## config.mk

```make
export PLATFORM = sky130hd
export DESIGN_NAME = ex_stage
export DESIGN_NICKNAME = d
export VERILOG_FILES = /design/src/hdl/ex_pkg.sv /design/src/hdl/ex_alu_if.sv /design/src/hdl/ex_imm_unit.sv /design/src/hdl/ex_alu.sv /design/src/hdl/ex_branch_unit.sv /design/src/hdl/ex_mem_reg.sv /design/src/hdl/ex_stage.sv
export SDC_FILE = /design/constraint.sdc
export NUM_CORES = 1
export LEC_CHECK = 0
export BUFFER_PORTS_ARGS = -buffer_cell sky130_fd_sc_hd__buf_2
export CORE_MARGIN = 2
export CORE_UTILIZATION = 35
export CTS_CLUSTER_SIZE = 40
export DETAILED_ROUTE_END_ITERATION = 16
export GPL_TIMING_DRIVEN = 1
export PLACE_DENSITY = 0.52
export SETUP_SLACK_MARGIN = 0.3
export SLEW_MARGIN = 0
export SYNTH_ARGS = -nofsm -noshare
export SYNTH_HDL_FRONTEND = slang
export SYNTH_SLANG_ARGS = --single-unit
```

## constraint.sdc

```tcl
create_clock -name iw_clk -period 4.5 [get_ports iw_clk]
set_clock_uncertainty 0.1 [all_clocks]
set_input_delay 0.225 -clock iw_clk [delete_from_list [all_inputs] [get_ports iw_clk]]
set_output_delay 0.225 -clock iw_clk [all_outputs]
set_load 0.02 [all_outputs]
```

## src/hdl/ex_pkg.sv

```systemverilog
`default_nettype none

package ex_pkg;

    localparam int data_w  = 24;
    localparam int shamt_w = 5;

    typedef logic [data_w-1:0] data_t;
    typedef logic [data_w-1:0] pc_t;
    typedef logic [3:0]        gp_idx_t;
    typedef logic [11:0]       imm12_t;
    typedef logic [15:0]       imm16_t;

    typedef enum logic [7:0] {
        NOP   = 8'h00,
        LUIui = 8'h01,
        MOVur = 8'h10,
        ADDur = 8'h11,
        SUBur = 8'h12,
        NOTur = 8'h13,
        ANDur = 8'h14,
        ORur  = 8'h15,
        XORur = 8'h16,
        SHLur = 8'h17,
        SHRur = 8'h18,
        CMPur = 8'h19,
        ADDsr = 8'h20,
        SUBsr = 8'h21,
        SHRsr = 8'h22,
        CMPsr = 8'h23,
        MOVui = 8'h30,
        ADDui = 8'h31,
        SUBui = 8'h32,
        ANDui = 8'h33,
        ORui  = 8'h34,
        XORui = 8'h35,
        SHLui = 8'h36,
        SHRui = 8'h37,
        CMPui = 8'h38,
        JCCui = 8'h40,
        BCCso = 8'h41,
        BALso = 8'h42
    } opc_e;

    typedef enum logic [3:0] {
        RA = 4'h0,
        EQ = 4'h1,
        NE = 4'h2,
        LT = 4'h3,
        GT = 4'h4,
        GE = 4'h5,
        LE = 4'h6,
        BT = 4'h7,
        AT = 4'h8,
        BE = 4'h9,
        AE = 4'hA
    } cc_e;

    typedef struct packed {
        logic z;
        logic n;
        logic c;
        logic v;
    } flags_t;

    // Everything handed on to the memory stage
    typedef struct packed {
        pc_t     pc;
        opc_e    opc;
        gp_idx_t tgt_gp;
        logic    tgt_gp_we;
        data_t   result;
        logic    branch_taken;
        pc_t     branch_pc;
    } ex_result_t;

endpackage

`default_nettype wire

```

## src/hdl/ex_alu_if.sv

```systemverilog
`timescale 1ns/1ps
`default_nettype none

interface ex_alu_if;

    ex_pkg::opc_e   opc;
    ex_pkg::data_t  src_val;
    ex_pkg::data_t  tgt_val;
    ex_pkg::data_t  ir_val;
    ex_pkg::data_t  result;
    ex_pkg::flags_t flags_new;
    // Per-flag write mask
    ex_pkg::flags_t flags_we;

    modport imm (input opc, output ir_val);

    modport alu (input opc, src_val, tgt_val, ir_val, output result, flags_new, flags_we);

    modport sink (input opc, ir_val, result, flags_new, flags_we);

endinterface

`default_nettype wire

```

## src/hdl/ex_imm_unit.sv

```systemverilog
`timescale 1ns/1ps
`default_nettype none

module ex_imm_unit (
    input  logic           iw_clk,
    input  logic           iw_rst,
    input  logic           stall,
    input  ex_pkg::imm12_t imm12,
    ex_alu_if.imm          alu
);

    ex_pkg::imm12_t ui_latch;

    // Upper 12 bits for the next immediate op
    always_ff @(posedge iw_clk or posedge iw_rst) begin
        if (iw_rst) begin
            ui_latch <= '0;
        end else if (!stall && alu.opc == ex_pkg::LUIui) begin
            ui_latch <= imm12;
        end
    end

    assign alu.ir_val = {ui_latch, imm12};

endmodule

`default_nettype wire

```

## src/hdl/ex_alu.sv

```systemverilog
`timescale 1ns/1ps
`default_nettype none

module ex_alu (
    ex_alu_if.alu alu
);

    localparam int msb = ex_pkg::data_w - 1;

    ex_pkg::data_t                 opb;
    ex_pkg::data_t                 sum;
    ex_pkg::data_t                 diff;
    ex_pkg::data_t                 res;
    ex_pkg::flags_t                fl_new;
    ex_pkg::flags_t                fl_we;
    logic [ex_pkg::shamt_w-1:0]    shamt;
    logic                          is_imm;
    logic                          is_shift;
    logic                          wr_res_z;
    logic                          add_ovf;
    logic                          sub_ovf;
    logic                          shift_ovf;

    assign is_imm = alu.opc inside {ex_pkg::MOVui, ex_pkg::ADDui, ex_pkg::SUBui,
                                    ex_pkg::ANDui, ex_pkg::ORui, ex_pkg::XORui,
                                    ex_pkg::SHLui, ex_pkg::SHRui, ex_pkg::CMPui};

    // Second operand from src register or widened immediate
    assign opb   = is_imm ? alu.ir_val : alu.src_val;
    assign sum   = alu.tgt_val + opb;
    assign diff  = alu.tgt_val - opb;
    assign shamt = opb[ex_pkg::shamt_w-1:0];

    assign shift_ovf = (opb >= ex_pkg::data_t'(ex_pkg::data_w));
    assign add_ovf   = (alu.tgt_val[msb] == opb[msb]) && (sum[msb] != alu.tgt_val[msb]);
    assign sub_ovf   = (alu.tgt_val[msb] != opb[msb]) && (diff[msb] != alu.tgt_val[msb]);

    always_comb begin
        res      = '0;
        fl_new   = '0;
        fl_we    = '0;
        is_shift = 1'b0;
        wr_res_z = 1'b0;
        case (alu.opc)
            ex_pkg::NOP, ex_pkg::LUIui, ex_pkg::JCCui, ex_pkg::BCCso, ex_pkg::BALso: begin
                res = '0;
            end
            ex_pkg::MOVur, ex_pkg::MOVui: begin
                res      = opb;
                wr_res_z = 1'b1;
            end
            ex_pkg::NOTur: begin
                res      = ~alu.tgt_val;
                wr_res_z = 1'b1;
            end
            ex_pkg::ANDur, ex_pkg::ANDui: begin
                res      = alu.tgt_val & opb;
                wr_res_z = 1'b1;
            end
            ex_pkg::ORur, ex_pkg::ORui: begin
                res      = alu.tgt_val | opb;
                wr_res_z = 1'b1;
            end
            ex_pkg::XORur, ex_pkg::XORui: begin
                res      = alu.tgt_val ^ opb;
                wr_res_z = 1'b1;
            end
            ex_pkg::ADDur, ex_pkg::ADDui: begin
                res      = sum;
                wr_res_z = 1'b1;
                // Carry out shows as wrap below the first operand
                fl_we.c  = 1'b1;
                fl_new.c = (sum < alu.tgt_val);
            end
            ex_pkg::SUBur, ex_pkg::SUBui: begin
                res      = diff;
                wr_res_z = 1'b1;
                fl_we.c  = 1'b1;
                fl_new.c = (alu.tgt_val < opb);
            end
            ex_pkg::CMPur, ex_pkg::CMPui: begin
                fl_we.z  = 1'b1;
                fl_we.c  = 1'b1;
                fl_new.z = (alu.tgt_val == opb);
                fl_new.c = (alu.tgt_val < opb);
            end
            ex_pkg::SHLur, ex_pkg::SHLui: begin
                is_shift = 1'b1;
                res      = shift_ovf ? '0 : (alu.tgt_val << shamt);
                wr_res_z = 1'b1;
                fl_we.v  = 1'b1;
                fl_new.v = shift_ovf;
            end
            ex_pkg::SHRur, ex_pkg::SHRui: begin
                is_shift = 1'b1;
                res      = shift_ovf ? '0 : (alu.tgt_val >> shamt);
                wr_res_z = 1'b1;
                fl_we.v  = 1'b1;
                fl_new.v = shift_ovf;
            end
            ex_pkg::ADDsr: begin
                res      = sum;
                wr_res_z = 1'b1;
                fl_we.n  = 1'b1;
                fl_we.v  = 1'b1;
                fl_new.n = sum[msb];
                fl_new.v = add_ovf;
            end
            ex_pkg::SUBsr: begin
                res      = diff;
                wr_res_z = 1'b1;
                fl_we.n  = 1'b1;
                fl_we.v  = 1'b1;
                fl_new.n = diff[msb];
                fl_new.v = sub_ovf;
            end
            ex_pkg::SHRsr: begin
                is_shift = 1'b1;
                res      = shift_ovf ? '0 : ex_pkg::data_t'($signed(alu.tgt_val) >>> shamt);
                wr_res_z = 1'b1;
                fl_we.n  = 1'b1;
                fl_we.v  = 1'b1;
                fl_new.n = res[msb];
                fl_new.v = shift_ovf;
            end
            ex_pkg::CMPsr: begin
                fl_we.z  = 1'b1;
                fl_we.n  = 1'b1;
                fl_we.v  = 1'b1;
                fl_new.z = (alu.tgt_val == opb);
                fl_new.n = diff[msb];
                fl_new.v = sub_ovf;
            end
            default: begin
                // Illegal opcode wipes all flags
                fl_we = '1;
            end
        endcase
        if (wr_res_z) begin
            fl_we.z  = 1'b1;
            fl_new.z = (res == '0);
        end
    end

    assign alu.result    = res;
    assign alu.flags_new = fl_new;
    assign alu.flags_we  = fl_we;

    always_comb begin
        if (is_shift && fl_new.v) begin
            assert (alu.result == '0)
                else $error("shift overflow with non-zero result");
        end
    end

endmodule

`default_nettype wire

```

## src/hdl/ex_branch_unit.sv

```systemverilog
`timescale 1ns/1ps
`default_nettype none

module ex_branch_unit (
    input  logic           iw_clk,
    input  logic           iw_rst,
    input  logic           stall,
    input  ex_pkg::pc_t    pc,
    input  ex_pkg::imm12_t imm12,
    input  ex_pkg::imm16_t imm16,
    input  ex_pkg::cc_e    cc,
    ex_alu_if.sink         alu,
    output logic           branch_taken,
    output ex_pkg::pc_t    branch_pc
);

    ex_pkg::flags_t flags_q;
    ex_pkg::flags_t flags_nxt;
    ex_pkg::pc_t    target;
    logic           cond_ok;
    logic           ge;

    // Merge only the flags this op writes
    assign flags_nxt = (flags_q & ~alu.flags_we) | (alu.flags_new & alu.flags_we);

    always_ff @(posedge iw_clk or posedge iw_rst) begin
        if (iw_rst) begin
            flags_q <= '0;
        end else if (!stall) begin
            flags_q <= flags_nxt;
        end
    end

    assign ge = ~(flags_q.n ^ flags_q.v);

    always_comb begin
        case (cc)
            ex_pkg::RA: cond_ok = 1'b1;
            ex_pkg::EQ: cond_ok = flags_q.z;
            ex_pkg::NE: cond_ok = ~flags_q.z;
            ex_pkg::LT: cond_ok = ~ge;
            ex_pkg::GT: cond_ok = ~flags_q.z & ge;
            ex_pkg::GE: cond_ok = ge;
            ex_pkg::LE: cond_ok = flags_q.z | ~ge;
            ex_pkg::BT: cond_ok = flags_q.c;
            ex_pkg::AT: cond_ok = ~flags_q.z & ~flags_q.c;
            ex_pkg::BE: cond_ok = flags_q.c | flags_q.z;
            ex_pkg::AE: cond_ok = ~flags_q.c;
            default:    cond_ok = 1'b0;
        endcase
    end

    always_comb begin
        branch_taken = 1'b0;
        target       = '0;
        case (alu.opc)
            ex_pkg::JCCui: begin
                branch_taken = cond_ok;
                target       = alu.ir_val;
            end
            ex_pkg::BCCso: begin
                branch_taken = cond_ok;
                target       = pc + {{(ex_pkg::data_w-12){imm12[11]}}, imm12};
            end
            ex_pkg::BALso: begin
                branch_taken = 1'b1;
                target       = pc + {{(ex_pkg::data_w-16){imm16[15]}}, imm16};
            end
            default: begin
                branch_taken = 1'b0;
            end
        endcase
    end

    assign branch_pc = branch_taken ? target : '0;

    assert property (@(posedge iw_clk) disable iff (iw_rst)
        alu.opc == ex_pkg::BALso |-> branch_taken)
        else $error("BALso not taken");

endmodule

`default_nettype wire

```

## src/hdl/ex_mem_reg.sv

```systemverilog
`timescale 1ns/1ps
`default_nettype none

module ex_mem_reg (
    input  logic               iw_clk,
    input  logic               iw_rst,
    input  logic               stall,
    input  logic               flush,
    input  ex_pkg::ex_result_t d,
    output ex_pkg::ex_result_t q
);

    // Flush beats stall
    always_ff @(posedge iw_clk or posedge iw_rst) begin
        if (iw_rst) begin
            q <= '0;
        end else if (flush) begin
            q <= '0;
        end else if (!stall) begin
            q <= d;
        end
    end

    assert property (@(posedge iw_clk) disable iff (iw_rst)
        flush |=> (!q.tgt_gp_we && !q.branch_taken))
        else $error("flushed slot still carries a write or branch");

endmodule

`default_nettype wire

```

## src/hdl/ex_stage.sv

```systemverilog
`timescale 1ns/1ps
`default_nettype none

module ex_stage (
    input  logic            iw_clk,
    input  logic            iw_rst,
    input  logic            stall,
    input  logic            flush,
    input  ex_pkg::pc_t     pc,
    input  ex_pkg::opc_e    opc,
    input  ex_pkg::imm12_t  imm12,
    input  ex_pkg::imm16_t  imm16,
    input  ex_pkg::cc_e     cc,
    input  ex_pkg::gp_idx_t tgt_gp,
    input  logic            tgt_gp_we,
    input  ex_pkg::data_t   src_gp_val,
    input  ex_pkg::data_t   tgt_gp_val,
    output ex_pkg::pc_t     out_pc,
    output ex_pkg::opc_e    out_opc,
    output ex_pkg::gp_idx_t out_tgt_gp,
    output logic            out_tgt_gp_we,
    output ex_pkg::data_t   result,
    output logic            branch_taken,
    output ex_pkg::pc_t     branch_pc
);

    ex_pkg::ex_result_t stage_d;
    ex_pkg::ex_result_t stage_q;
    logic               br_taken;
    ex_pkg::pc_t        br_pc;

    ex_alu_if alu_bus ();

    assign alu_bus.opc     = opc;
    assign alu_bus.src_val = src_gp_val;
    assign alu_bus.tgt_val = tgt_gp_val;

    ex_imm_unit u_imm (
        .iw_clk (iw_clk),
        .iw_rst (iw_rst),
        .stall  (stall),
        .imm12  (imm12),
        .alu    (alu_bus.imm)
    );

    ex_alu u_alu (
        .alu (alu_bus.alu)
    );

    ex_branch_unit u_branch (
        .iw_clk       (iw_clk),
        .iw_rst       (iw_rst),
        .stall        (stall),
        .pc           (pc),
        .imm12        (imm12),
        .imm16        (imm16),
        .cc           (cc),
        .alu          (alu_bus.sink),
        .branch_taken (br_taken),
        .branch_pc    (br_pc)
    );

    assign stage_d.pc           = pc;
    assign stage_d.opc          = opc;
    assign stage_d.tgt_gp       = tgt_gp;
    assign stage_d.tgt_gp_we    = tgt_gp_we;
    assign stage_d.result       = alu_bus.result;
    assign stage_d.branch_taken = br_taken;
    assign stage_d.branch_pc    = br_pc;

    ex_mem_reg u_ex_mem (
        .iw_clk (iw_clk),
        .iw_rst (iw_rst),
        .stall  (stall),
        .flush  (flush),
        .d      (stage_d),
        .q      (stage_q)
    );

    assign out_pc        = stage_q.pc;
    assign out_opc       = stage_q.opc;
    assign out_tgt_gp    = stage_q.tgt_gp;
    assign out_tgt_gp_we = stage_q.tgt_gp_we;
    assign result        = stage_q.result;
    assign branch_taken  = stage_q.branch_taken;
    assign branch_pc     = stage_q.branch_pc;

endmodule

`default_nettype wire

```

==> results of run 1 <==
[routing by layer]
metal	routed length, um	vias to the layer above
li1	-	8436
met1	32800	8941
met2	37100	918
met3	6290	199
met4	4130	4
met5	30	-
[worst max path at each step]
stage / startpoint / endpoint / slack [ns] / cells after the start
finish: opc[6] / register / -0.004 / 26
global route: opc[6] / register / -0.19 / 26
detailed placement: opc[6] / register / -0.45 / 26
CTS: opc[0] / register / 0.08 / 26
global placement: opc[6] / register / -0.38 / 26
floorplan: opc[0] / register / -0.34 / 27
[tightest hold or removal path, cell delays in order]
cell and delay (ns):
buf_2 0.09, mux2i_1 0.06, nor2_1 0.08
[state kept, by name (all words and copies together) (netlist names), named ones only]
name,flops
u_imm.ui_latch,12
u_ex_mem.q,86
[synthesized netlist by cell type, drive strengths merged, types with 14 or more instances]
master,count
buf,52
nand4,22
ha,93
nor3,44
nand3,132
xor2,16
a22oi,33
o211ai,45
o22ai,20
dfrtp,102
a211oi,37
inv,71
a21oi,142
and2,20
o21ai,172
o21a,14
clkbuf,72
nor2,206
nand2,203
nor4,24
o31ai,19
a21o,29
xnor2,35
a221oi,28
nand2b,15
a31oi,35
mux2i,61
[power by group through the flow]
stage / logic (mW) / clock network, mW / registers (mW)
finish: 2.12 / 0.793 / 0.973
global route: 2.26 / 0.830 / 0.976
CTS: 1.98 / 0.813 / 0.972
global placement: 1.92 / 0 / 0.989
detailed placement: 1.92 / 0 / 0.990
floorplan: 1.03 / 0 / 1.02
[logic make-up after synthesis]
kind of cell | share of synthesized area
mux | 0.0562
simple gates | 0.244
compound gates | 0.346
xor+xnor | 0.0313
flops | 0.179
buf+inv | 0.0594
fa+ha+maj | 0.0843
[final cells by class]
cell class / instances / area (um^2)
fill: 4132 / 20500
multi-input combinational: 1667 / 11500
timing repair buffer: 610 / 4300
sequential: 102 / 2550
tap: 525 / 657
inverter: 72 / 275
clock buffer: 9 / 225
clock inverter: 6 / 55.1
antenna: 1 / 2.50
[per-stage QoR]
stage                     setup slack [ns]  hold slack, ns  setup TNS (ns)
after floorplan                     -0.342           0.277          -0.342
after global placement              -0.385           0.355           -1.75
after detailed placement            -0.454           0.368           -3.23
after CTS                           0.0818        0.000427               0
after global routing                -0.185          0.0389          -0.185
final                             -0.00365         0.00719        -0.00365
[what timing repair did]
action,in CTS,in global routing
pin swaps,30,47
hold buffers,21,0
endpoints found under the setup margin,12,24
buffers inserted,10,25
gates cloned,0,1
hold endpoints to repair,88,0
gates resized for setup,36,77
==> out/results.ini, run 1 <==
[final_layout]
areaGrowthSynthToFinish_pct = 36.9
nets = 2678
drive_gt1_frac = 0.313
instances_no_fill = 2992
final_cell_mix = buf_4 (366), buf_2 (201), nand2_1 (199), nor2_1 (198), o21ai_0 (143)
final_common_cell = buf_4
final_core_util = 0.489
final_area_um2 = 19500

[clocking]
cts-root-buf = clkbuf_16
tritoncts = done
path_clk_slew_ns = 0.08
cts_buffer_depth = 2
h-tree-depth = 3
worstSkewPairLatency_ns = 0.40
cts_buffers = 9
clock_sinks = 102

[logic_synthesis]
synth_seq_cells = 102
ys_seq_area_frac = 0.179
synth_ff_type = dfrtp_1
syn_area_per_cell_um2 = 7.27
synthCells = 1965
ys_top_cells_by_area = dfrtp_1 (18%), ha_1 (8.1%), nor2_1 (5.3%)
synthArstFlopShare = 1.00
synthDistinctLibCells = 108
synth_fp_nets = 2181
synth_top_area_frac = 0.179
yosysTopAreaCell = dfrtp_1
syn_area_um2 = 14300
ys.warnings.count = 0
synth-edff-count = 0

[timing]
min_period_over_period = 1.00
clock.fmax_mhz = 222
report.final.slew_viol_count = 0
fin_ws_ns = -0.00365
tightest_slew_ns = 0.991
maxSlewHeadroom = 0.340
setup_viol_count_final = 1
rsz0062_at_grt = true
fin_crit_ns = 4.50
hold_violations = 0

[flow_run]
drv_cap = 0

[hold_path]
hold_path_end = u_ex_mem.q[65]$_DFFE_PP0P_
hold_depth = 3
hold_class = input pin to register
min_from = pc[3]

[global_routing]
met2_usage = 0.614
grt_max_degree = 74
antenna_found_initial = 2
top_usage_layer = met2
grt-ovfl-total = 0
grt_pass1_vias = 17854
grt_use_met1 = 0.477
met3_usage = 0.0621
grt_pass1_wl_mm = 117
grt.total_usage = 0.374

[power_and_ir_drop]
internal_power_mw = 2.21
p_clk_frac = 0.204
peakVddDrop_uv = 230
combPwrFrac = 0.545
power.share.sequential = 0.251
leakage_nw = 9.01
swShare = 0.432
power.switching_mw = 1.68
powerDensity_nw_per_um2 = 199
total_power_mw = 3.88

[floorplanning]
fp.coreArea_um2 = 40000
die_h_um = 206
dieArea_um2 = 42400
start_util = 0.357
io_pins = 207
row_count = 73
fp.dieW_um = 206

[route]
finalWirelength_mm = 80.3
drtIter0Drc = 1760
routed_via_density = 6.18
num_vias = 18498
ant_nets = 0
drtPass1Iterations = 6
drc_errors = 0
wl_per_cell_um = 26.9

[worst_setup_path]
path_class = input pin to register
critPathLaunchType = input pin
crit_path_frequent_cell = a21o_1
required_ns = 4.71
worst-path-buf-inv = 5
cp.arrival_ns = 4.71
path_max_fanout = 8
crit_path_end_kind = register
crit_slowest_cell = and4bb_4
reg2reg_from = u_imm.ui_latch[0]$_DFFE_PP0P_
cp_top_family = compound AO/OA/AOI/OAI gates
rr_worst_depth = 17
r2r_setup_slack_ns = 0.62
crit_path_max_incr_delay_ns = 0.48

[placement]
port_buffers = 206
dp_hpwl_mm = 64.9
dp_cells = 2919
routabilityCongestion = 1.00
placed_area_um2 = 18200

[run_status]
violations = negative setup slack
status = complete, but fails checks

Note: power is estimated with default switching activity, not from simulation.
==> run 2, diff against run 1 <==
--- a/config.mk
+++ b/config.mk
@@ -6,6 +6,7 @@
 export NUM_CORES = 1
 export LEC_CHECK = 0
 export BUFFER_PORTS_ARGS = -buffer_cell sky130_fd_sc_hd__buf_2
+export CORE_ASPECT_RATIO = 2
 export CORE_MARGIN = 2
 export CORE_UTILIZATION = 35
 export CTS_CLUSTER_SIZE = 40
==> constraint.sdc (replaced) <==
create_clock -name iw_clk -period 4.5 [get_ports iw_clk]
set_clock_uncertainty 0.1 [all_clocks]
set_input_delay 0.675 -clock iw_clk [delete_from_list [all_inputs] [get_ports iw_clk]]
set_output_delay 0.675 -clock iw_clk [all_outputs]
set_load 0.02 [all_outputs]
==> run 2 against run 1 <==
Compared with the run above:
- the flow still finishes with violations (negative setup slack)
- worst hold slack improved by 0.27 ns
- final area increased by 11%
- utilization increased by 5.3 points
- first-iteration DRC count decreased by 20%
- fmax decreased by 11%
- non-clock buffer count increased by 232
- critical path depth decreased by 2
- global-route usage increased by 8.4 points
- final cell count increased by 8.1%
- flip-flop and latch count unchanged
- sequential share of layout area decreased by 1.3 points
- sequential power about the same
==> out/results.ini, run 2 (same netlist as run 1, synthesis figures left out) <==
[global_routing]
grt.total_usage = 0.458  ; was 0.374
grt_pass1_wl_mm = 140  ; was 117 mm
grt_pass1_vias = 20525  ; was 17854
antenna_found_initial = 12  ; was 2
grt-ovfl-total = 0  ; unchanged
grt_max_degree = 63  ; was 74

[hold_path]
hold_class = input pin to asynchronous set/reset pin  ; was input pin to register

[route]
routed.top_layer = met5  ; unchanged
wl_per_cell_um = 30.7  ; was 26.9 um
finalWirelength_mm = 99.4  ; was 80.3 mm
drc_errors = 0  ; unchanged
drtIter0Drc = 1409  ; was 1760
dr_wl_met3_mm = 8.99  ; was 6.29 mm
drtPass1Iterations = 8  ; was 6
met2RoutedLength_mm = 47.5  ; was 37.1 mm
num_vias = 20555  ; was 18498
routed_via_density = 6.36  ; was 6.18
ant_nets = 0  ; unchanged
drt-met1-wl_mm = 29.0  ; was 32.8 mm

[final_layout]
top_register = u_ex_mem.q  ; unchanged
reg.largest.list = u_ex_mem.q: 86 flops, u_imm.ui_latch: 12 flops  ; unchanged
final_common_cell = buf_4  ; unchanged
instances_no_fill = 3234  ; was 2992
final_cell_mix = buf_4 (597), buf_2 (199), nor2_1 (196), nand2_1 (188), o21ai_0 (131)  ; was buf_4 (366), buf_2 (201), nand2_1 (199), nor2_1 (198), o21ai_0 (143)
areaGrowthSynthToFinish_pct = 52.4  ; was 36.9%
drive_gt1_frac = 0.406  ; was 0.313
nets = 2911  ; was 2678
largest_reg_flops = 86  ; unchanged

[floorplanning]
fp.coreArea_um2 = 40200  ; was 40000 um^2
die_h_um = 290  ; was 206 um
start_util = 0.355  ; was 0.357
fp.dieW_um = 147  ; was 206 um
dieArea_um2 = 42500  ; was 42400 um^2
io_pins = 207  ; unchanged
row_count = 104  ; was 73

[worst_setup_path]
reg2reg_from = u_imm.ui_latch[3]$_DFFE_PP0P_  ; was u_imm.ui_latch[0]$_DFFE_PP0P_
required_ns = 4.66  ; was 4.71 ns
rr_worst_depth = 15  ; was 17
critPathLaunchType = input pin  ; unchanged
critical_path.startpoint = opc[1]  ; was opc[6]
r2r_setup_slack_ns = 0.53  ; was 0.62 ns
path_max_fanout = 5  ; was 8
cp.arrival_ns = 5.24  ; was 4.71 ns
path_class = input pin to register  ; unchanged
crit_path_end_kind = register  ; unchanged

[placement]
place_ws_ns = -0.986  ; was -0.454 ns
dp_cells = 3166  ; was 2919
port_buffers = 206  ; unchanged
routabilityCongestion = 1.06  ; was 1.00
dp_hpwl_mm = 78.0  ; was 64.9 mm

[timing]
rsz0062_at_grt = true  ; unchanged
maxSlewHeadroom = 0.154  ; was 0.340
hold_violations = 0  ; unchanged
min_period_over_period = 1.13  ; was 1.00
setup_viol_count_final = 10  ; was 1
tightest_slew_ns = 1.23  ; was 0.991 ns
fin_ws_ns = -0.581  ; was -0.00365 ns
clock.fmax_mhz = 197  ; was 222 MHz
report.final.slew_viol_count = 0  ; unchanged
fin_crit_ns = 5.08  ; was 4.50 ns

[power_and_ir_drop]
leakage_nw = 10.2  ; was 9.01 nW
powerDensity_nw_per_um2 = 199  ; about the same
total_power_mw = 4.33  ; was 3.88 mW
peakVddDrop_uv = 197  ; was 230 uV

[clocking]
cts_buffer_depth = 2  ; unchanged
tritoncts = done  ; unchanged
clock_sinks = 102  ; unchanged
h-tree-depth = 3  ; unchanged
cts_buffers = 9  ; unchanged
worstSkewPairLatency_ns = 0.38  ; was 0.40 ns
path_clk_slew_ns = 0.08  ; about the same
cts_hold_repair.buffers = 0  ; was 21
cts-root-buf = clkbuf_16  ; unchanged

[run_status]
violations = negative setup slack  ; unchanged
status = complete, but fails checks  ; unchanged

[flow_run]
drv_cap = 0  ; unchanged

## run 2: changes by cell type in the layout (fill, tap and decap cells not counted), moves of 6 or more
cell           previous run  this run
a21oi_1                 133       122
a21oi_2                   5        15
buf_12                    7        14
buf_4                   366       597
buf_6                    10        28
dlygate4sd3_1            21         0
ha_1                     86        79
ha_4                      4        10
nand2_1                 199       188
nand2_2                   2        11
o21ai_0                 143       131
o21ai_1                  17        25
## run 2: layout make-up
cell class,instances,area (um^2)
Inverter,72,280
Tap cell,530,663
Multi-Input combinational cell,1668,11800
Sequential cell,102,2550
Antenna cell,4,10.0
Timing Repair Buffer,842,6130
Clock inverter,7,63.8
Fill cell,3928,18500
Clock buffer,9,225
## run 2: per-stage QoR
stage	util	hold WS (ns)	area (um^2)	TNS, ns
detailed placement	0.503	0.376	20200	-12.48
global route	0.541	0.339	21800	-3.29
floorplan	-	0.369	14700	-1.96
CTS	0.526	0.289	21100	-1.29
global placement	0.503	0.364	20200	-10.59
finish	0.541	0.273	21800	-2.00
## run 2: repair_timing
item / in CTS / in global routing
resized for setup: 79 / 112
endpoints found under the setup margin: 31 / 34
pin swaps: 55 / 58
buffers inserted: 30 / 17
cloned: 1 / 0
## run 2: routing by layer
| metal | track usage | vias to the layer above |
|---|---|---|
| met5 | 0 | - |
| met4 | 0.498 | 10 |
| met3 | 0.143 | 606 |
| met2 | 0.790 | 1218 |
| met1 | 0.401 | 9824 |
| li1 | - | 8897 |
## run 2: report_power, final
part | switching (mW) | internal, mW | leakage, nW
clock network | 0.431 | 0.389 | 0.137
registers | 0.0280 | 0.947 | 1.39
logic | 1.47 | 1.07 | 8.72
total | 1.93 | 2.40 | 10.2
## run 2: how the worst max path moves through the flow
stage                     endpoint  slack, ns  depth (start not counted)
final                     register      -0.58                         24
after global routing      register      -0.72                         25
after CTS                 register      -0.54                         25
after detailed placement  register      -0.99                         25
after global placement    register      -0.90                         24
after floorplan           register      -0.79                         27
## run 2: worst max-delay path, stage by stage
cell      delay, ns
buf_12         0.12
o31a_4         0.44
o21ai_4        0.21
nand2_4        0.09
ha_4           0.17
inv_2          0.05
fa_2           0.21
nor2b_2        0.05
o31a_1         0.27
o41ai_2        0.38
buf_4          0.20
o211ai_1       0.17
buf_4          0.19
a211o_4        0.36
a31oi_4        0.18
a211oi_2       0.10
o21a_1         0.20
nor2_2         0.12
xnor2_1        0.10
ha_1           0.30
nand4_1        0.12
buf_4          0.16
o311ai_1       0.26
a31oi_1        0.12
